[config.mk]
export PLATFORM = sky130hd
export DESIGN_NAME = excp_top
export DESIGN_NICKNAME = d
export VERILOG_FILES = /design/src/verilog/excp_pkg.sv /design/src/verilog/excp_top.sv /design/src/verilog/csr_file.sv /design/src/verilog/excp_unit.sv /design/src/verilog/int_pending.sv
export VERILOG_INCLUDE_DIRS = /design/src /design/src/verilog
export SDC_FILE = /design/constraint.sdc
export NUM_CORES = 1
export LEC_CHECK = 0
export BUFFER_PORTS_ARGS = -buffer_cell sky130_fd_sc_hd__buf_2
export CORE_MARGIN = 1
export CORE_UTILIZATION = 50
export CTS_BUF_LIST = sky130_fd_sc_hd__clkbuf_4 sky130_fd_sc_hd__clkbuf_8
export CTS_CLUSTER_DIAMETER = 200
export DETAILED_ROUTE_END_ITERATION = 16
export GPL_ROUTABILITY_DRIVEN = 0
export PLACE_DENSITY = 0.75
export SLEW_MARGIN = 15
export SYNTH_ARGS = -nofsm -noshare
export SYNTH_HDL_FRONTEND = slang
export SYNTH_SLANG_ARGS = --single-unit
export TNS_END_PERCENT = 30
[constraint.sdc]
create_clock -name clk -period 4.24 [get_ports clk]
set_input_delay 1.272 -clock clk [delete_from_list [all_inputs] [get_ports clk]]
set_output_delay 1.272 -clock clk [all_outputs]
set_load 0.02 [all_outputs]
[src/verilog/excp_cfg.svh]
`ifndef EXCP_CFG_SVH
`define EXCP_CFG_SVH

// Data and address width.
`define EXCP_XLEN 32

// Interrupt vector width. Bits 10 and 12 are tied off.
`define EXCP_NUM_INT 13
`define EXCP_INT_MASK 13'h0BFF

// Entry vectors are aligned to 64 bytes.
`define EXCP_ENTRY_ALIGN 6

// Virtual page pair number in TLBEHI.
`define EXCP_VPPN_LSB 13
`define EXCP_VPPN_W 19

// CSR address map.
`define CSR_ADDR_W 14
`define CSR_CRMD 14'h000
`define CSR_PRMD 14'h001
`define CSR_ECFG 14'h004
`define CSR_ESTAT 14'h005
`define CSR_ERA 14'h006
`define CSR_BADV 14'h007
`define CSR_EENTRY 14'h00C
`define CSR_TLBEHI 14'h011
`define CSR_TLBRENTRY 14'h088

`endif
[src/verilog/excp_pkg.sv]
package excp_pkg;

    // ~~~~~~~~~~~~~~~~~~~~~~~~~~~~~~~~~~~~~~~~
    // Exception codes as {esubcode, ecode}.
    // ~~~~~~~~~~~~~~~~~~~~~~~~~~~~~~~~~~~~~~~~
    typedef enum logic [14:0] {
        INT  = 15'h0000,
        PIL  = 15'h0001,
        PIS  = 15'h0002,
        PIF  = 15'h0003,
        PME  = 15'h0004,
        PPI  = 15'h0007,
        ADEF = 15'h0008,
        // Same ecode as ADEF, esubcode 1.
        ADEM = 15'h0048,
        ALE  = 15'h0009,
        SYS  = 15'h000B,
        BRK  = 15'h000C,
        INE  = 15'h000D,
        TLBR = 15'h003F
    } esubcode_ecode_t;

    // ~~~~~~~~~~~~~~~~~~~~~~~~~~~~~~~~~~~~~~~~
    // Privilege levels.
    // ~~~~~~~~~~~~~~~~~~~~~~~~~~~~~~~~~~~~~~~~
    typedef enum logic [1:0] {
        KERNEL = 2'd0,
        USER   = 2'd3
    } plv_t;

    // ~~~~~~~~~~~~~~~~~~~~~~~~~~~~~~~~~~~~~~~~
    // Software CSR access.
    // ~~~~~~~~~~~~~~~~~~~~~~~~~~~~~~~~~~~~~~~~
    typedef enum logic [1:0] {
        CSR_NONE  = 2'd0,
        CSR_READ  = 2'd1,
        CSR_WRITE = 2'd2
    } csr_op_t;

endpackage

[src/verilog/excp_top.sv]
`timescale 1ns/1ps
`include "excp_cfg.svh"

module excp_top import excp_pkg::*; (
    input  logic                     clk,
    input  logic                     rst_n,

    // Interrupt sources.
    input  logic                     ti_in,
    input  logic                     ti_clr,
    input  logic [1:0]               swi_in,
    input  logic [1:0]               swi_clr,
    input  logic [7:0]               hwi_in,

    // Commit request.
    input  logic                     req_valid,
    input  logic                     excp_valid,
    input  esubcode_ecode_t          excp_code,
    input  logic [`EXCP_XLEN-1:0]    excp_badv,
    input  logic [`EXCP_XLEN-1:0]    epc,
    input  logic                     ertn,

    // Software CSR access.
    input  csr_op_t                  csr_op,
    input  logic [`CSR_ADDR_W-1:0]   csr_addr,
    input  logic [`EXCP_XLEN-1:0]    csr_wdata,
    output logic [`EXCP_XLEN-1:0]    csr_rdata,

    output logic                     redirect_valid,
    output logic [`EXCP_XLEN-1:0]    redirect_pc,
    output logic                     excp_flush,
    output logic                     clr_idle_stall,
    output logic [`EXCP_NUM_INT-1:0] int_status
);

    plv_t                     crmd_plv;
    logic                     crmd_ie;
    logic                     crmd_da;
    logic                     crmd_pg;
    plv_t                     prmd_pplv;
    logic                     prmd_pie;
    logic [`EXCP_NUM_INT-1:0] ecfg_lie;
    logic [`EXCP_XLEN-1:0]    era;
    logic [`EXCP_XLEN-1:0]    badv;
    logic [`EXCP_VPPN_W-1:0]  tlbehi_vppn;
    esubcode_ecode_t          estat_code;
    logic [`EXCP_XLEN-1:0]    eentry;
    logic [`EXCP_XLEN-1:0]    tlbrentry;

    logic                     upd_we;
    plv_t                     upd_plv;
    logic                     upd_ie;
    logic                     upd_da;
    logic                     upd_pg;
    plv_t                     upd_pplv;
    logic                     upd_pie;
    logic [`EXCP_XLEN-1:0]    upd_era;
    esubcode_ecode_t          upd_code;
    logic [`EXCP_XLEN-1:0]    upd_badv;
    logic [`EXCP_VPPN_W-1:0]  upd_vppn;

    int_pending u_int_pending (
        .clk        (clk),
        .rst_n      (rst_n),
        .ti_in      (ti_in),
        .ti_clr     (ti_clr),
        .swi_in     (swi_in),
        .swi_clr    (swi_clr),
        .hwi_in     (hwi_in),
        .int_status (int_status)
    );

    excp_unit u_excp_unit (
        .req_valid      (req_valid),
        .excp_valid     (excp_valid),
        .excp_code      (excp_code),
        .excp_badv      (excp_badv),
        .epc            (epc),
        .ertn           (ertn),
        .int_status     (int_status),
        .crmd_plv       (crmd_plv),
        .crmd_ie        (crmd_ie),
        .crmd_da        (crmd_da),
        .crmd_pg        (crmd_pg),
        .prmd_pplv      (prmd_pplv),
        .prmd_pie       (prmd_pie),
        .ecfg_lie       (ecfg_lie),
        .era            (era),
        .badv           (badv),
        .tlbehi_vppn    (tlbehi_vppn),
        .estat_code     (estat_code),
        .eentry         (eentry),
        .tlbrentry      (tlbrentry),
        .redirect_valid (redirect_valid),
        .redirect_pc    (redirect_pc),
        .excp_flush     (excp_flush),
        .clr_idle_stall (clr_idle_stall),
        .upd_we         (upd_we),
        .upd_plv        (upd_plv),
        .upd_ie         (upd_ie),
        .upd_da         (upd_da),
        .upd_pg         (upd_pg),
        .upd_pplv       (upd_pplv),
        .upd_pie        (upd_pie),
        .upd_era        (upd_era),
        .upd_code       (upd_code),
        .upd_badv       (upd_badv),
        .upd_vppn       (upd_vppn)
    );

    csr_file u_csr_file (
        .clk         (clk),
        .rst_n       (rst_n),
        .csr_op      (csr_op),
        .csr_addr    (csr_addr),
        .csr_wdata   (csr_wdata),
        .csr_rdata   (csr_rdata),
        .int_status  (int_status),
        .upd_we      (upd_we),
        .upd_plv     (upd_plv),
        .upd_ie      (upd_ie),
        .upd_da      (upd_da),
        .upd_pg      (upd_pg),
        .upd_pplv    (upd_pplv),
        .upd_pie     (upd_pie),
        .upd_era     (upd_era),
        .upd_code    (upd_code),
        .upd_badv    (upd_badv),
        .upd_vppn    (upd_vppn),
        .crmd_plv    (crmd_plv),
        .crmd_ie     (crmd_ie),
        .crmd_da     (crmd_da),
        .crmd_pg     (crmd_pg),
        .prmd_pplv   (prmd_pplv),
        .prmd_pie    (prmd_pie),
        .ecfg_lie    (ecfg_lie),
        .era         (era),
        .badv        (badv),
        .tlbehi_vppn (tlbehi_vppn),
        .estat_code  (estat_code),
        .eentry      (eentry),
        .tlbrentry   (tlbrentry)
    );

endmodule

[src/verilog/csr_file.sv]
`timescale 1ns/1ps
`include "excp_cfg.svh"

module csr_file import excp_pkg::*; (
    input  logic                     clk,
    input  logic                     rst_n,

    // Software access.
    input  csr_op_t                  csr_op,
    input  logic [`CSR_ADDR_W-1:0]   csr_addr,
    input  logic [`EXCP_XLEN-1:0]    csr_wdata,
    output logic [`EXCP_XLEN-1:0]    csr_rdata,

    input  logic [`EXCP_NUM_INT-1:0] int_status,

    // Exception update.
    input  logic                     upd_we,
    input  plv_t                     upd_plv,
    input  logic                     upd_ie,
    input  logic                     upd_da,
    input  logic                     upd_pg,
    input  plv_t                     upd_pplv,
    input  logic                     upd_pie,
    input  logic [`EXCP_XLEN-1:0]    upd_era,
    input  esubcode_ecode_t          upd_code,
    input  logic [`EXCP_XLEN-1:0]    upd_badv,
    input  logic [`EXCP_VPPN_W-1:0]  upd_vppn,

    // Current fields.
    output plv_t                     crmd_plv,
    output logic                     crmd_ie,
    output logic                     crmd_da,
    output logic                     crmd_pg,
    output plv_t                     prmd_pplv,
    output logic                     prmd_pie,
    output logic [`EXCP_NUM_INT-1:0] ecfg_lie,
    output logic [`EXCP_XLEN-1:0]    era,
    output logic [`EXCP_XLEN-1:0]    badv,
    output logic [`EXCP_VPPN_W-1:0]  tlbehi_vppn,
    output esubcode_ecode_t          estat_code,
    output logic [`EXCP_XLEN-1:0]    eentry,
    output logic [`EXCP_XLEN-1:0]    tlbrentry
);

    logic                         sw_we;
    logic [`EXCP_XLEN-1:0]        entry_wdata;

    assign sw_we = (csr_op == CSR_WRITE);

    // Entry vectors drop the low alignment bits.
    assign entry_wdata = {csr_wdata[`EXCP_XLEN-1:`EXCP_ENTRY_ALIGN],
                          {`EXCP_ENTRY_ALIGN{1'b0}}};

    // ~~~~~~~~~~~~~~~~~~~~~~~~~~~~~~~~~~~~~~~~
    // Register update.
    // ~~~~~~~~~~~~~~~~~~~~~~~~~~~~~~~~~~~~~~~~
    always_ff @(posedge clk or negedge rst_n) begin
        if (!rst_n) begin
            crmd_plv    <= KERNEL;
            crmd_ie     <= 1'b0;
            crmd_da     <= 1'b1;
            crmd_pg     <= 1'b0;
            prmd_pplv   <= KERNEL;
            prmd_pie    <= 1'b0;
            ecfg_lie    <= '0;
            estat_code  <= INT;
            era         <= '0;
            badv        <= '0;
            tlbehi_vppn <= '0;
            eentry      <= '0;
            tlbrentry   <= '0;
        end else begin
            if (sw_we) begin
                case (csr_addr)
                    `CSR_CRMD: begin
                        crmd_plv <= plv_t'(csr_wdata[1:0]);
                        crmd_ie  <= csr_wdata[2];
                        crmd_da  <= csr_wdata[3];
                        crmd_pg  <= csr_wdata[4];
                    end
                    `CSR_PRMD: begin
                        prmd_pplv <= plv_t'(csr_wdata[1:0]);
                        prmd_pie  <= csr_wdata[2];
                    end
                    `CSR_ECFG:      ecfg_lie    <= csr_wdata[`EXCP_NUM_INT-1:0] & `EXCP_INT_MASK;
                    `CSR_ERA:       era         <= csr_wdata;
                    `CSR_BADV:      badv        <= csr_wdata;
                    `CSR_TLBEHI:    tlbehi_vppn <= csr_wdata[`EXCP_XLEN-1:`EXCP_VPPN_LSB];
                    `CSR_EENTRY:    eentry      <= entry_wdata;
                    `CSR_TLBRENTRY: tlbrentry   <= entry_wdata;
                    default: ;
                endcase
            end
            // Exception update overrides a same-cycle software write.
            if (upd_we) begin
                crmd_plv    <= upd_plv;
                crmd_ie     <= upd_ie;
                crmd_da     <= upd_da;
                crmd_pg     <= upd_pg;
                prmd_pplv   <= upd_pplv;
                prmd_pie    <= upd_pie;
                era         <= upd_era;
                estat_code  <= upd_code;
                badv        <= upd_badv;
                tlbehi_vppn <= upd_vppn;
            end
        end
    end

    // ~~~~~~~~~~~~~~~~~~~~~~~~~~~~~~~~~~~~~~~~
    // Read mux.
    // ~~~~~~~~~~~~~~~~~~~~~~~~~~~~~~~~~~~~~~~~
    always_comb begin
        csr_rdata = '0;
        if (csr_op == CSR_READ) begin
            case (csr_addr)
                `CSR_CRMD:      csr_rdata = {27'b0, crmd_pg, crmd_da, crmd_ie, crmd_plv};
                `CSR_PRMD:      csr_rdata = {29'b0, prmd_pie, prmd_pplv};
                `CSR_ECFG:      csr_rdata = {19'b0, ecfg_lie};
                // Status bits come live from the pending latch.
                `CSR_ESTAT:     csr_rdata = {1'b0, estat_code, 3'b0, int_status};
                `CSR_ERA:       csr_rdata = era;
                `CSR_BADV:      csr_rdata = badv;
                `CSR_EENTRY:    csr_rdata = eentry;
                `CSR_TLBEHI:    csr_rdata = {tlbehi_vppn, {`EXCP_VPPN_LSB{1'b0}}};
                `CSR_TLBRENTRY: csr_rdata = tlbrentry;
                default:        csr_rdata = '0;
            endcase
        end
    end

    a_csr_op_known: assert property (@(posedge clk) disable iff (!rst_n)
        !$isunknown(csr_op))
        else $error("csr_op is unknown");

    // Holds across both the software and the reset path.
    a_eentry_aligned: assert property (@(posedge clk) disable iff (!rst_n)
        eentry[`EXCP_ENTRY_ALIGN-1:0] == '0)
        else $error("eentry low bits not zero");

endmodule

[src/verilog/excp_unit.sv]
`timescale 1ns/1ps
`include "excp_cfg.svh"

module excp_unit import excp_pkg::*; (
    // Commit request.
    input  logic                     req_valid,
    input  logic                     excp_valid,
    input  esubcode_ecode_t          excp_code,
    input  logic [`EXCP_XLEN-1:0]    excp_badv,
    input  logic [`EXCP_XLEN-1:0]    epc,
    input  logic                     ertn,
    input  logic [`EXCP_NUM_INT-1:0] int_status,

    // Current CSR fields.
    input  plv_t                     crmd_plv,
    input  logic                     crmd_ie,
    input  logic                     crmd_da,
    input  logic                     crmd_pg,
    input  plv_t                     prmd_pplv,
    input  logic                     prmd_pie,
    input  logic [`EXCP_NUM_INT-1:0] ecfg_lie,
    input  logic [`EXCP_XLEN-1:0]    era,
    input  logic [`EXCP_XLEN-1:0]    badv,
    input  logic [`EXCP_VPPN_W-1:0]  tlbehi_vppn,
    input  esubcode_ecode_t          estat_code,
    input  logic [`EXCP_XLEN-1:0]    eentry,
    input  logic [`EXCP_XLEN-1:0]    tlbrentry,

    // Redirect and control.
    output logic                     redirect_valid,
    output logic [`EXCP_XLEN-1:0]    redirect_pc,
    output logic                     excp_flush,
    output logic                     clr_idle_stall,

    // CSR update.
    output logic                     upd_we,
    output plv_t                     upd_plv,
    output logic                     upd_ie,
    output logic                     upd_da,
    output logic                     upd_pg,
    output plv_t                     upd_pplv,
    output logic                     upd_pie,
    output logic [`EXCP_XLEN-1:0]    upd_era,
    output esubcode_ecode_t          upd_code,
    output logic [`EXCP_XLEN-1:0]    upd_badv,
    output logic [`EXCP_VPPN_W-1:0]  upd_vppn
);

    logic int_pend;
    logic take_int;
    logic take_excp;
    logic take_ertn;
    logic is_tlbr;
    logic wr_badv;
    logic wr_vppn;

    assign int_pend  = crmd_ie & (|(int_status & ecfg_lie));
    // A bubble never takes an interrupt.
    assign take_int  = req_valid & int_pend;
    assign take_excp = ~take_int & excp_valid;
    assign take_ertn = ~take_int & ~excp_valid & req_valid & ertn;

    // Wake an idle core whether or not an instruction commits.
    assign clr_idle_stall = int_pend;

    assign is_tlbr = (excp_code == TLBR);
    assign wr_vppn = is_tlbr || (excp_code == PIL) || (excp_code == PIS) ||
                     (excp_code == PIF) || (excp_code == PME) || (excp_code == PPI);
    assign wr_badv = wr_vppn || (excp_code == ADEF) || (excp_code == ADEM) ||
                     (excp_code == ALE);

    // ~~~~~~~~~~~~~~~~~~~~~~~~~~~~~~~~~~~~~~~~
    // Redirect.
    // ~~~~~~~~~~~~~~~~~~~~~~~~~~~~~~~~~~~~~~~~
    assign excp_flush     = take_int | take_excp;
    assign redirect_valid = excp_flush | take_ertn;

    always_comb begin
        if (take_ertn) begin
            redirect_pc = era;
        end else if (take_excp && is_tlbr) begin
            redirect_pc = tlbrentry;
        end else begin
            redirect_pc = eentry;
        end
    end

    // ~~~~~~~~~~~~~~~~~~~~~~~~~~~~~~~~~~~~~~~~
    // CSR update.
    // ~~~~~~~~~~~~~~~~~~~~~~~~~~~~~~~~~~~~~~~~
    always_comb begin
        // Raised by any request, ahead of the priority chain.
        upd_we   = (req_valid & (int_pend | ertn)) | excp_valid;
        upd_plv  = crmd_plv;
        upd_ie   = crmd_ie;
        upd_da   = crmd_da;
        upd_pg   = crmd_pg;
        upd_pplv = prmd_pplv;
        upd_pie  = prmd_pie;
        upd_era  = era;
        upd_code = estat_code;
        upd_badv = badv;
        upd_vppn = tlbehi_vppn;
        if (take_int || take_excp) begin
            upd_pplv = crmd_plv;
            upd_pie  = crmd_ie;
            upd_plv  = KERNEL;
            upd_ie   = 1'b0;
            upd_era  = epc;
            upd_code = take_int ? INT : excp_code;
        end
        if (take_excp) begin
            // Refill runs in direct address mode.
            if (is_tlbr) begin
                upd_da = 1'b1;
                upd_pg = 1'b0;
            end
            if (wr_badv) begin
                upd_badv = excp_badv;
            end
            if (wr_vppn) begin
                upd_vppn = excp_badv[`EXCP_XLEN-1:`EXCP_VPPN_LSB];
            end
        end
        if (take_ertn) begin
            upd_plv = prmd_pplv;
            upd_ie  = prmd_pie;
        end
    end

    // Every CSR update must come with a pipeline redirect.
    always_comb begin
        a_upd_has_redirect: assert (!upd_we || redirect_valid)
            else $error("CSR update without redirect");
    end

endmodule

[src/verilog/int_pending.sv]
`timescale 1ns/1ps
`include "excp_cfg.svh"

module int_pending (
    input  logic                     clk,
    input  logic                     rst_n,
    input  logic                     ti_in,
    input  logic                     ti_clr,
    input  logic [1:0]               swi_in,
    input  logic [1:0]               swi_clr,
    input  logic [7:0]               hwi_in,
    output logic [`EXCP_NUM_INT-1:0] int_status
);

    logic [`EXCP_NUM_INT-1:0] int_vec;
    logic [`EXCP_NUM_INT-1:0] int_clr;
    logic [`EXCP_NUM_INT-1:0] latch_q;
    logic [`EXCP_NUM_INT-1:0] status_q;

    // No IPI, bits 10 and 12 stay zero.
    assign int_vec = {1'b0, ti_in, 1'b0, hwi_in, swi_in};

    // Hardware lines are held by their source.
    assign int_clr = {1'b0, ti_clr, 1'b0, 8'b0, swi_clr};

    // Sticky first stage.
    // Clear beats a new request in the same cycle.
    always_ff @(posedge clk or negedge rst_n) begin
        if (!rst_n) begin
            latch_q <= '0;
        end else begin
            latch_q <= ~int_clr & (int_vec | latch_q);
        end
    end

    // Second stage.
    always_ff @(posedge clk or negedge rst_n) begin
        if (!rst_n) begin
            status_q <= '0;
        end else begin
            status_q <= latch_q;
        end
    end

    assign int_status = status_q;

endmodule

* Yosys cells after proc, flatten, opt, wreduce, memory -nomap -nowiden
Index checks and enable logic that the tools add are counted. Widths: inputs -> output; s select.
Storage, ports and cells: bits of input ports 146, output and inout port bits 80, flip-flop bits (word level) 195, logic and storage cells 132
Cells by class: reductions and logical operators 28, bitwise gates (word level) 17, muxes and demuxes 47, eq/ne operators 25
Operators with widths (number):
- $mux 32 | 12
- $pmux 32 s9 | 1
- $mux 19 | 5
- $eq 14x3->1 const B | 4
- $eq 15x2->1 const B | 2
- $eq 15x3->1 const B | 2
- $eq 15x4->1 const B | 2
- $mux 1 | 19
- $mux 2 | 9
- $eq 15x1->1 const B | 1
- $eq 15x6->1 const B | 1
- $eq 15x7->1 const B | 1
- $mux 15 | 1
- $eq 14x1->1 const B | 1
- $eq 14x4->1 const B | 1
- $eq 14x5->1 const B | 1
- $eq 14x8->1 const B | 1
- $logic_not 14->1 | 1
- $and 13x12->13 | 1
- $and 13x13->13 | 1
- $not 12->13 | 1
- $or 12x13->13 | 1
- $reduce_or 13->1 | 1
- $reduce_and 4->1 | 3
- 12 further kinds | 44

* Depth between registers and ports, before layout
Gate-level depths: netlist of run 1.
depth after elaboration 12, depth in mapped cells 10, gate-level depth less buffers 8

* By module
Synthesis of run 1 repeated with hierarchy kept, for this count alone.
Unflattened totals: cells, all modules 1210, area total of the unflattened synthesis 12091.6 um^2
Modules (own cells, without submodules):
- csr_file | area an instance 9061.2 um^2, instances 1, cells an instance 862, seq. area each 4230.3 um^2
- excp_unit | area an instance 2381.0 um^2, instances 1, cells an instance 312, seq. area each 0.0 um^2
- int_pending | area an instance 649.4 um^2, instances 1, cells an instance 36, seq. area each 550.5 um^2

* Worst setup path after synthesis of run 1
Ideal clock, no wire load.
path type input to output, from input csr_addr[1], to output csr_rdata[13], data required time 2.968 ns, buffers on the path 2, stages on the path 6, arrival 3.051 ns, setup slack -0.083 ns, cells stage by stage buf_2 or4bb_1 nor3_4 clkbuf_1 a22oi_1 a31oi_1
Between the ends: word-level cells in the longest chain between the ends 3, elaborated cells on any way between the ends 11, classes of those cells eq/ne: 8; mux: 2; reduce/logical: 1
RTL lines:
- start: declaration | RTL line excp_top.sv:25 | input logic [`CSR_ADDR_W-1:0] csr_addr,
- $eq 14x8->1 (tied with other cells) | RTL line csr_file.sv:116 | case (csr_addr)
- $pmux 32 s9 * | RTL line csr_file.sv:116
- $mux 32 * | RTL line csr_file.sv:115 | if (csr_op == CSR_READ) begin
- end: declaration | RTL line excp_top.sv:27 | output logic [`EXCP_XLEN-1:0] csr_rdata,
Every way passes the cells marked *; elsewhere a longest branch is shown, timed or not.

* Final worst setup path of run 1
from input excp_code[8], to output redirect_pc[28]
Between the ends: word-level cells in the longest chain between the ends 4
RTL lines:
- start: declaration | RTL line excp_top.sv:18 | input esubcode_ecode_t excp_code,
- $eq 15x6->1 | RTL line excp_unit.sv:66 | assign is_tlbr = (excp_code == TLBR);
- $logic_and 1x1->1 | RTL line excp_unit.sv:81 | end else if (take_excp && is_tlbr) begin
- $mux 32 | RTL line excp_unit.sv:81
- $mux 32 | RTL line excp_unit.sv:79 | if (take_ertn) begin
- end: declaration | RTL line excp_top.sv:30 | output logic [`EXCP_XLEN-1:0] redirect_pc,
Every way passes these cells.

==> results.txt, run 1 <==
Pleak - 5.77 nW
top post-synthesis cells by area - dfrtp_1, mux2_1, mux2_4
first-pass GRT wire length - 47500 µm
Post-synth top cells - dfrtp_1, nand2_1, mux2_1, nor2_1, a21oi_1
Ys Warns - 0
gr usage total - 0.306
drt drc - 0
count leader, synth - dfrtp_1
grt met2 use - 0.496
sequential fraction of the synthesis area - 0.474
RSZ-0062 raised after global routing - yes
vias in the first global route - 8554
die height - 144 µm
dpl cell area - 11900 µm²
crit share post-route - 1.04
Buf/Inv on CP - 4
max_slew headroom - 0.367
Max VDD drop - 0.203 mV
antenna-violating nets left - 0
cell taking the most area after synthesis - dfrtp_1
Starting Density - 0.513
top cell type's share of synthesized area - 0.471
hold-fix buffers at CTS - 0
Iter 0 DRT Violations - 841
Hold WS - 0.373 ns
Cell variety after synth - 58
Async S/R FF share, synth - 1.00
Final Core Density - 0.649
core area - 19700 µm²
port bufs - 223
worst min-delay path category - register to register
io pins - 226
largest net degree at the start of global routing - 105
critical path required time - 2.97 ns
post-place setup slack - -0.276 ns
Final setup violation count - 51
fin crit period - 4.43 ns
total die area - 20800 µm²
dpl cells - 1405
Synth Area per Inst - 11.1 µm²
number of max-cap violations - 0
Root Buffer - clkbuf_8
CP max-delay cell - or4_4
GRT Residual Overflow - 0
Cell Area, Synth - 10100 µm²
CTS tree - yes
pwr dens - 312 nW/µm²
setup ws final - -0.186 ns
failing checks - setup timing
Post-synth EDFFs - 0
WL/cell - 21.3 µm
GRT met1 Usage - 0.408
Final Slew Violations - 0
FF+latch count, synth - 191
H-tree depth - 4
non-filler instance count after layout - 1442
crit path launch type - input port
grt met3 use - 0.0609
most frequent CP cell - buf_4
WS Path Type - input port to output pin
cells along the critical path - buf_6, nor4_4, buf_4, nand2_4, or4_4, nor2_8, buf_8, mux2i_2, o21ai_1, buf_4
Via density - 5.99
global routing's busiest layer - met2
Final Cell Area - 12800 µm²
Worst path top cell family by delay - simple AND/OR/NAND/NOR gates
Rows - 51
chip width - 144 µm
status - finished, violations left
Syn-to-layout area delta - 26.4%
Max stage delay on crit path - 0.46 ns
worst skew pair latency - 0.47 ns
initial antenna violation count - 3
Setup crit end kind - output pin
post-synthesis cell count - 910
CTS Sinks - 191
worst-margin pin slew - 0.950 ns
Num CTS Buffers - 17
Net count, final - 1308
final wirelength - 30800 µm
clk slew on worst S/H paths - 0.09 ns
Max clock buf depth - 2
Hold Vio Cnt, Final - 0
Top FF cell, synth - dfrtp_1
Worst Path Arrival - 3.15 ns
share of layout cells above drive strength 1 - 0.400
Pre-antenna DRT Iters - 7
Vias - 8642
R2R depth - 10
CP Max Fanout - 6
total stage count of the critical path - 10
Peak Freq - 226 MHz
hold depth - 0
Worst Skew - 0.0217 ns
final HPWL from detailed placement - 20900 µm
-- power by group --
group | switching, W | internal, W
Sequential | 0.000116 | 0.00198
Combinational | 0.000287 | 0.000297
Clock | 0.000670 | 0.000635
Total | 0.00107 | 0.00291
-- final cells by class --
cell class,instances,area (µm²)
inverters,2,7.51
repair buffers,296,2030
clock buffers,21,277
diodes,2,5.00
well taps,265,332
fillers,1574,6890
clock inverters,11,155
multi-input cells,654,5180
flip-flops and latches,191,4780
-- final timing paths --
kind / from / endpoint / slack (ns)
max in group asynchronous: rst_n / u_csr_file.eentry[12] / 2.28
max reg2reg: u_csr_file.ecfg_lie[3] / u_csr_file.tlbehi_vppn[16] / 0.67
min: u_int_pending.latch_q[5] / u_int_pending.int_status[5] / 0.37
max: excp_code[8] / redirect_pc[28] / -0.19
min reg2reg: u_int_pending.latch_q[5] / u_int_pending.int_status[5] / 0.37
min in group asynchronous: rst_n / u_int_pending.latch_q[1] / 0.84
-- metrics by stage --
step                TNS [ns]  total power (W)
finish                 -5.48          0.00399
global placement      -10.18          0.00267
CTS                    -6.19          0.00399
global route           -9.03          0.00414
floorplan             -0.326          0.00244
detailed placement    -11.01          0.00270
-- cells in the final DEF (no fill, tap or decap), types with 27 or more instances in the layout --
cell type	synthesis	routed
a21oi_1	48	27
nor2_1	75	74
mux2i_1	41	40
a31oi_1	39	33
mux2_2	28	28
dfrtp_1	190	190
nand2_1	116	115
mux2_1	89	89
buf_2	12	181
a22oi_1	42	41
mux2_4	40	40
buf_4	12	84
-- worst register-to-register path: cells and delay by family, from the launching register on --
kind / cells / cell delay (ns)
buffers and inverters: 3 / 1.18
muxes: 2 / 0.74
AOI/OAI and AO/OA: 3 / 0.70
and+or+nand+nor: 2 / 0.43
DFF: 1 / 0.40
-- timing repair --
action	CTS	global route
resized for setup	59	36
buffers inserted	1	1
endpoints found under the setup margin	58	58
pin swaps	12	8
cloned	1	0
-- sequential cells by signal, summed over array words and instances (netlist names) --
signal / flops
u_csr_file.prmd_pie: 1
u_csr_file.tlbrentry: 26
u_csr_file.badv: 32
u_csr_file.estat_code: 15
u_csr_file.crmd_ie: 1
u_csr_file.crmd_pg: 1
u_csr_file.crmd_da: 1
u_csr_file.ecfg_lie: 11
u_csr_file.crmd_plv: 2
u_int_pending.int_status: 11
u_csr_file.tlbehi_vppn: 19
u_int_pending.latch_q: 11
u_csr_file.eentry: 26
u_csr_file.era: 32
u_csr_file.prmd_pplv: 2
-- metal layers --
metal | up-vias | share of wire
li1 | 3844 | -
met1 | 4350 | 0.43
met2 | 394 | 0.48
met3 | 52 | 0.071
met4 | 2 | 0.020
met5 | - | 0.00042
-- cell families after synthesis --
family	count (synthesis)	share of synthesized area
buffers and inverters	66	0.0387
xor gates and xnor gates	1	0.000868
muxes	198	0.231
DFF	191	0.474
other	1	0.000372
and+or+nand+nor	251	0.121
AOI/OAI and AO/OA	202	0.135
Note: power is estimated with default switching activity, not from simulation.
==> run 2, diff against run 1 <==
--- a/config.mk
+++ b/config.mk
@@ -9,7 +9,6 @@
 export BUFFER_PORTS_ARGS = -buffer_cell sky130_fd_sc_hd__buf_2
 export CORE_MARGIN = 1
 export CORE_UTILIZATION = 50
-export CTS_BUF_LIST = sky130_fd_sc_hd__clkbuf_4 sky130_fd_sc_hd__clkbuf_8
 export CTS_CLUSTER_DIAMETER = 200
 export DETAILED_ROUTE_END_ITERATION = 16
 export GPL_ROUTABILITY_DRIVEN = 0
==> run 2 against run 1 <==
Fmax shrank 0.39%. Clock power grew 28%. Wire length grew 0.32%. Die area is the same. Sequential power is essentially flat. Largest power group unchanged. Global-route usage grew 0.20 points. The run still ends with setup timing left. Sequential share of layout area shrank 0.35 points. Critical path depth is the same.
==> results.txt, run 2 (synthesized netlist as in run 1, its figures left out) <==
share of layout cells above drive strength 1 - 0.393 (-0.00681)
Net count, final - 1308 (unchanged)
commonest non-fill, non-tap cell in the layout - dfrtp_1
worst min-delay path category - register to register
R2R Path Start - u_int_pending.int_status[3]
GRT Residual Overflow - 0 (unchanged)
hold-fix buffers at CTS - 0 (unchanged)
non-filler instance count after layout - 1442 (unchanged)
max_slew headroom - 0.350 (-0.0164)
io pins - 226 (unchanged)
Hold Vio Cnt, Final - 0 (unchanged)
Syn-to-layout area delta - 27.6%
Hold WS - 0.368 ns (-0.00537 ns)
global routing's busiest layer - met2
CTS tree - yes
grt met3 use - 0.0589 (-0.00199)
number of max-cap violations - 0 (unchanged)
Via density - 5.97 (-0.38%)
final wirelength - 30900 µm (+0.32%)
Iter 0 DRT Violations - 783 (-6.9%)
Max VDD drop - 0.253 mV (+25%)
crit share post-route - 1.05 (+0.00411)
# fillers - 1556 (-1.1%)
final HPWL from detailed placement - 20900 µm (unchanged)
Rows - 51 (unchanged)
Starting Density - 0.513 (unchanged)
most frequent cells in the layout - dfrtp_1, buf_2, nand2_1
Num CTS Buffers - 17 (unchanged)
first-pass GRT wire length - 47500 µm (+0.15%)
critical path required time - 2.97 ns (about the same)
Pre-antenna DRT Iters - 8 (+1)
R2R setup slack - 0.67 ns (about the same)
WL/cell - 21.4 µm (+0.32%)
total die area - 20800 µm² (unchanged)
Worst Setup SP - excp_code[8]
Worst Path Arrival - 3.17 ns (+0.02 ns)
Pleak - 5.85 nW (+1.3%)
Regs by FF count - u_csr_file.badv x32, u_csr_file.era x32
core area - 19700 µm² (unchanged)
dpl cells - 1405 (unchanged)
fin crit period - 4.44 ns (+0.0174 ns)
WS Path Type - input port to output pin
Worst Skew - 0.0152 ns (-0.00652 ns)
drt drc - 0 (unchanged)
antenna-violating nets left - 0 (unchanged)
post-place setup slack - -0.276 ns (unchanged)
Vias - 8609 (-0.38%)
largest net degree at the start of global routing - 105 (unchanged)
Setup crit end kind - output pin
Final Slew Violations - 0 (unchanged)
initial antenna violation count - 3 (unchanged)
worst-margin pin slew - 0.974 ns (+0.0247 ns)
crit path launch type - input port
H-tree depth - 4 (unchanged)
GRT met1 Usage - 0.403 (-0.00534)
Peak Freq - 225 MHz (-0.39%)
setup ws final - -0.204 ns (-0.0174 ns)
Final setup violation count - 53 (+3.9%)
grt met2 use - 0.506 (+0.0102)
clk slew on worst S/H paths - 0.07 ns (-0.02 ns)
Root Buffer - clkbuf_16
pwr dens - 339 nW/µm² (+8.5%)
CP Max Fanout - 7 (+1)
die height - 144 µm (unchanged)
Max clock buf depth - 2 (unchanged)
failing checks - setup timing
worst skew pair latency - 0.44 ns (-0.03 ns)
gr usage total - 0.308 (+0.00202)
CTS Sinks - 191 (unchanged)
Min-Delay Startpoint - u_int_pending.latch_q[5]
port bufs - 223 (unchanged)
status - finished, violations left
RSZ-0062 raised after global routing - yes
vias in the first global route - 8626 (+0.84%)
setup TNS - -6.27 ns (-0.793 ns)
chip width - 144 µm (unchanged)
==> run 2: final timing paths <==
check	endpoint	cells after the start
min reg2reg	u_int_pending.int_status[5]	0
max	redirect_pc[15]	10
min	u_int_pending.int_status[5]	0
max reg2reg	u_csr_file.tlbehi_vppn[15]	10
min in group asynchronous	u_int_pending.latch_q[1]	1
max in group asynchronous	u_csr_file.era[13]	2
==> run 2: final cells by class <==
class	instances	area (µm²)	share of cell area
tap	265	332	0.0257
clock buffer	21	460	0.0358
inverter	2	7.51	0.000583
multi-input combinational	654	5130	0.399
timing repair buffer	296	2010	0.156
sequential	191	4780	0.371
clock inverter	11	155	0.0120
antenna	2	5.00	0.000389
==> run 2: metal layers <==
layer  share of wire  routed length [µm]
met1            0.42               12900
met2            0.48               14900
met3           0.080                2460
met4           0.020                 614
met5         0.00042                  13
==> run 2: power by group <==
part	leakage, nW	switching, W	total, W	internal (W)
Sequential	2.33	0.000116	0.00210	0.00198
Clock	0.292	0.000716	0.00168	0.000966
Combinational	3.22	0.000287	0.000584	0.000297
==> run 2: worst max-delay path, cell delays in order <==
cell and delay, ns:
buf_6 0.10, nor4_4 0.26, buf_4 0.17, nand2_4 0.05
or4_4 0.46, nor2_8 0.21, buf_12 0.18, mux2i_1 0.23
o21ai_1 0.07, buf_2 0.16
==> run 2: per-stage QoR <==
| stage | util | power (W) | cell area (µm²) |
|---|---|---|---|
| after floorplan | - | 0.00244 | 10100 |
| after global placement | 0.607 | 0.00267 | 11900 |
| after detailed placement | 0.607 | 0.00270 | 11900 |
| after CTS | 0.650 | 0.00437 | 12800 |
| after global routing | 0.655 | 0.00451 | 12900 |
| final | 0.655 | 0.00437 | 12900 |
==> run 2: repair_timing <==
item / in CTS / in global routing
setup buffers: 1 / 1
endpoints found under the setup margin: 58 / 58
cloned: 1 / 0
gates resized for setup: 56 / 26
pin swaps: 14 / 5
==> run 3, diff against run 2 <==
--- a/config.mk
+++ b/config.mk
@@ -8,11 +8,11 @@
 export LEC_CHECK = 0
 export BUFFER_PORTS_ARGS = -buffer_cell sky130_fd_sc_hd__buf_2
 export CORE_MARGIN = 1
-export CORE_UTILIZATION = 50
+export CORE_UTILIZATION = 55
 export CTS_CLUSTER_DIAMETER = 200
 export DETAILED_ROUTE_END_ITERATION = 16
 export GPL_ROUTABILITY_DRIVEN = 0
-export PLACE_DENSITY = 0.75
+export PLACE_DENSITY = 0.81
 export SLEW_MARGIN = 15
 export SYNTH_ARGS = -nofsm -noshare
 export SYNTH_HDL_FRONTEND = slang
==> run 3 against run 2 <==
The run still ends with setup timing left. Clock-buffer cell count unchanged. Non-clock buffer count down 2. Clock power up 7%. Combinational power about the same. Critical path type unchanged. Largest cell class unchanged.
==> results.txt, run 3 (synthesized netlist as in run 1, its figures left out) <==
Pre-antenna DRT Iters - 6 (-2)
core area - 18000 µm² (-8.6%)
final wirelength - 30900 µm (+0.23%)
CTS Sinks - 191 (unchanged)
Worst path top cell family by delay - buffers and inverters
Worst Path Arrival - 3.16 ns (about the same)
H-tree depth - 4 (unchanged)
gr usage total - 0.334 (+0.0261)
chip width - 137 µm (-4.6%)
status - finished, violations left
Via density - 6.19 (+3.7%)
crit share post-route - 1.05 (-0.00228)
Max clock buf depth - 2 (unchanged)
Buf/Inv on CP - 4 (unchanged)
post-place setup slack - -0.500 ns (-0.224 ns)
GRT Residual Overflow - 0 (unchanged)
final HPWL from detailed placement - 20500 µm (-2.0%)
first-pass GRT wire length - 46900 µm (-1.2%)
Root Buffer - clkbuf_16
R2R Path Start - u_csr_file.ecfg_lie[3]
Rows - 49 (-3.9%)
RSZ-0062 raised after global routing - yes
Hold WS - 0.368 ns (-0.0000510 ns)
CTS tree - yes
Net count, final - 1306 (-0.15%)
R2R setup slack - 0.76 ns (+0.09 ns)
drt drc - 0 (unchanged)
Final Slew Violations - 0 (unchanged)
cells along the critical path - buf_4, xor2_1, nor3_1, a21oi_1, or3b_4, a21oi_2, buf_4, o21ai_4, buf_12, a31oi_2, buf_4
worst min-delay path category - register to register
Setup crit end kind - output pin
setup ws final - -0.194 ns (+0.00967 ns)
initial antenna violation count - 5 (+2)
vias in the first global route - 8675 (+0.57%)
R2R depth - 9 (-1)
Starting Density - 0.562 (+0.0483)
fin crit period - 4.43 ns (-0.00967 ns)
commonest non-fill, non-tap cell in the layout - dfrtp_1
Vias - 8711 (+1.2%)
Max stage delay on crit path - 0.38 ns (-0.08 ns)
number of max-cap violations - 0 (unchanged)
CP max-delay cell - or3b_4
dpl cells - 1368 (-2.6%)
CP Max Fanout - 18 (+11)
worst r2r dst - u_csr_file.tlbehi_vppn[17]
max_slew headroom - 0.347 (-0.00377)
antenna-violating nets left - 0 (unchanged)
Max VDD drop - 0.302 mV (+19%)
Hold Vio Cnt, Final - 0 (unchanged)
largest net degree at the start of global routing - 97 (-7.6%)
Pleak - 5.87 nW (+0.42%)
Syn-to-layout area delta - 27.7% (about the same)
total die area - 18900 µm² (-9.0%)
most frequent CP cell - buf_4
Worst Skew - 0.0107 ns (-0.00449 ns)
Num CTS Buffers - 17 (unchanged)
WL/cell - 22.0 µm (+2.7%)
share of layout cells above drive strength 1 - 0.397 (+0.00408)
io pins - 226 (unchanged)
clk slew on worst S/H paths - 0.06 ns (about the same)
worst skew pair latency - 0.44 ns (about the same)
total stage count of the critical path - 11 (+1)
die height - 137 µm (-4.6%)
critical path required time - 2.97 ns (about the same)
Iter 0 DRT Violations - 831 (+6.1%)
Final Core Density - 0.718 (+0.0623)
Worst Setup SP - csr_addr[0]
Peak Freq - 226 MHz (+0.22%)
worst-margin pin slew - 0.976 ns (+0.00220 ns)
WS Path Type - input port to output pin
CP endpoint - csr_rdata[0]
failing checks - setup timing
port bufs - 223 (unchanged)
pwr dens - 348 nW/µm² (+2.7%)
non-filler instance count after layout - 1407 (-2.4%)
crit path launch type - input port
Regs by FF count - u_csr_file.badv x32, u_csr_file.era x32
most frequent cells in the layout - dfrtp_1, buf_2, nand2_1
Final setup violation count - 58 (+9.4%)
run 3: changes by cell type in the layout (fill, tap and decap cells not counted), moves of 2 or more:
cell,previous run,this run
diode_2,2,5
a21oi_2,14,20
bufinv_16,3,5
a21oi_1,35,29
mux2i_2,1,4
inv_6,1,4
clkinvlp_4,3,0
mux2i_1,40,37
buf_2,182,180
run 3: worst min path at each step:
stage	start	end	slack [ns]	cells past startpoint
floorplan	u_int_pending.latch_q[2]	u_int_pending.int_status[2]	0.35	0
global placement	u_int_pending.latch_q[2]	u_int_pending.int_status[2]	0.35	0
detailed placement	u_int_pending.latch_q[5]	u_int_pending.int_status[5]	0.35	0
CTS	u_int_pending.latch_q[5]	u_int_pending.int_status[5]	0.37	0
global route	u_int_pending.latch_q[4]	u_int_pending.int_status[4]	0.38	0
finish	u_int_pending.latch_q[5]	u_int_pending.int_status[5]	0.37	0
run 3: routing by layer:
layer / GRT usage / wire length, µm / vias to the layer above
li1: - / - / 3838
met1: 0.437 / 12500 / 4303
met2: 0.542 / 15000 / 493
met3: 0.0614 / 2410 / 75
met4: 0.148 / 1000 / 2
met5: 0 / 17 / -
run 3: per-stage QoR:
stage / TNS (ns) / area, µm² / total power, W
after floorplan: -0.326 / 10100 / 0.00244
after global placement: -16.79 / 11900 / 0.00267
after detailed placement: -18.51 / 11900 / 0.00269
after CTS: -4.88 / 12800 / 0.00448
after global routing: -8.33 / 12900 / 0.00462
final: -5.76 / 12900 / 0.00449
run 3: area by class of cell:
cell class / instances / area, µm²
Clock inverter: 11 / 199
Antenna cell: 5 / 12.5
Tap cell: 229 / 287
Clock buffer: 21 / 460
Inverter: 2 / 7.51
Multi-Input combinational cell: 654 / 5150
Timing Repair Buffer: 294 / 1990
Sequential cell: 191 / 4780
Fill cell: 1261 / 5070
run 3: worst register-to-register path: stages, from the launching register on:
cell,delay (ns)
dfrtp_1,0.39
a22o_1,0.24
a221oi_1,0.37
and3_1,0.29
a21oi_2,0.13
buf_4,0.28
nor2b_4,0.15
buf_4,0.72
mux2_2,0.50
mux2_1,0.29
run 3: what timing repair did:
| action | in CTS | in global routing |
|---|---|---|
| gates resized for setup | 73 | 24 |
| hold buffers | 0 | 0 |
| hold endpoints to repair | 0 | 0 |
| setup buffers | 5 | 1 |
| pin swaps | 10 | 5 |
| setup endpoints to repair | 58 | 58 |
| cloned | 1 | 0 |
run 3: power by group:
part           internal (W)  switching, W  leakage, nW
logic              0.000297      0.000287         3.21
registers           0.00198      0.000119         2.33
clock network       0.00109      0.000716        0.323
total               0.00337       0.00112         5.87
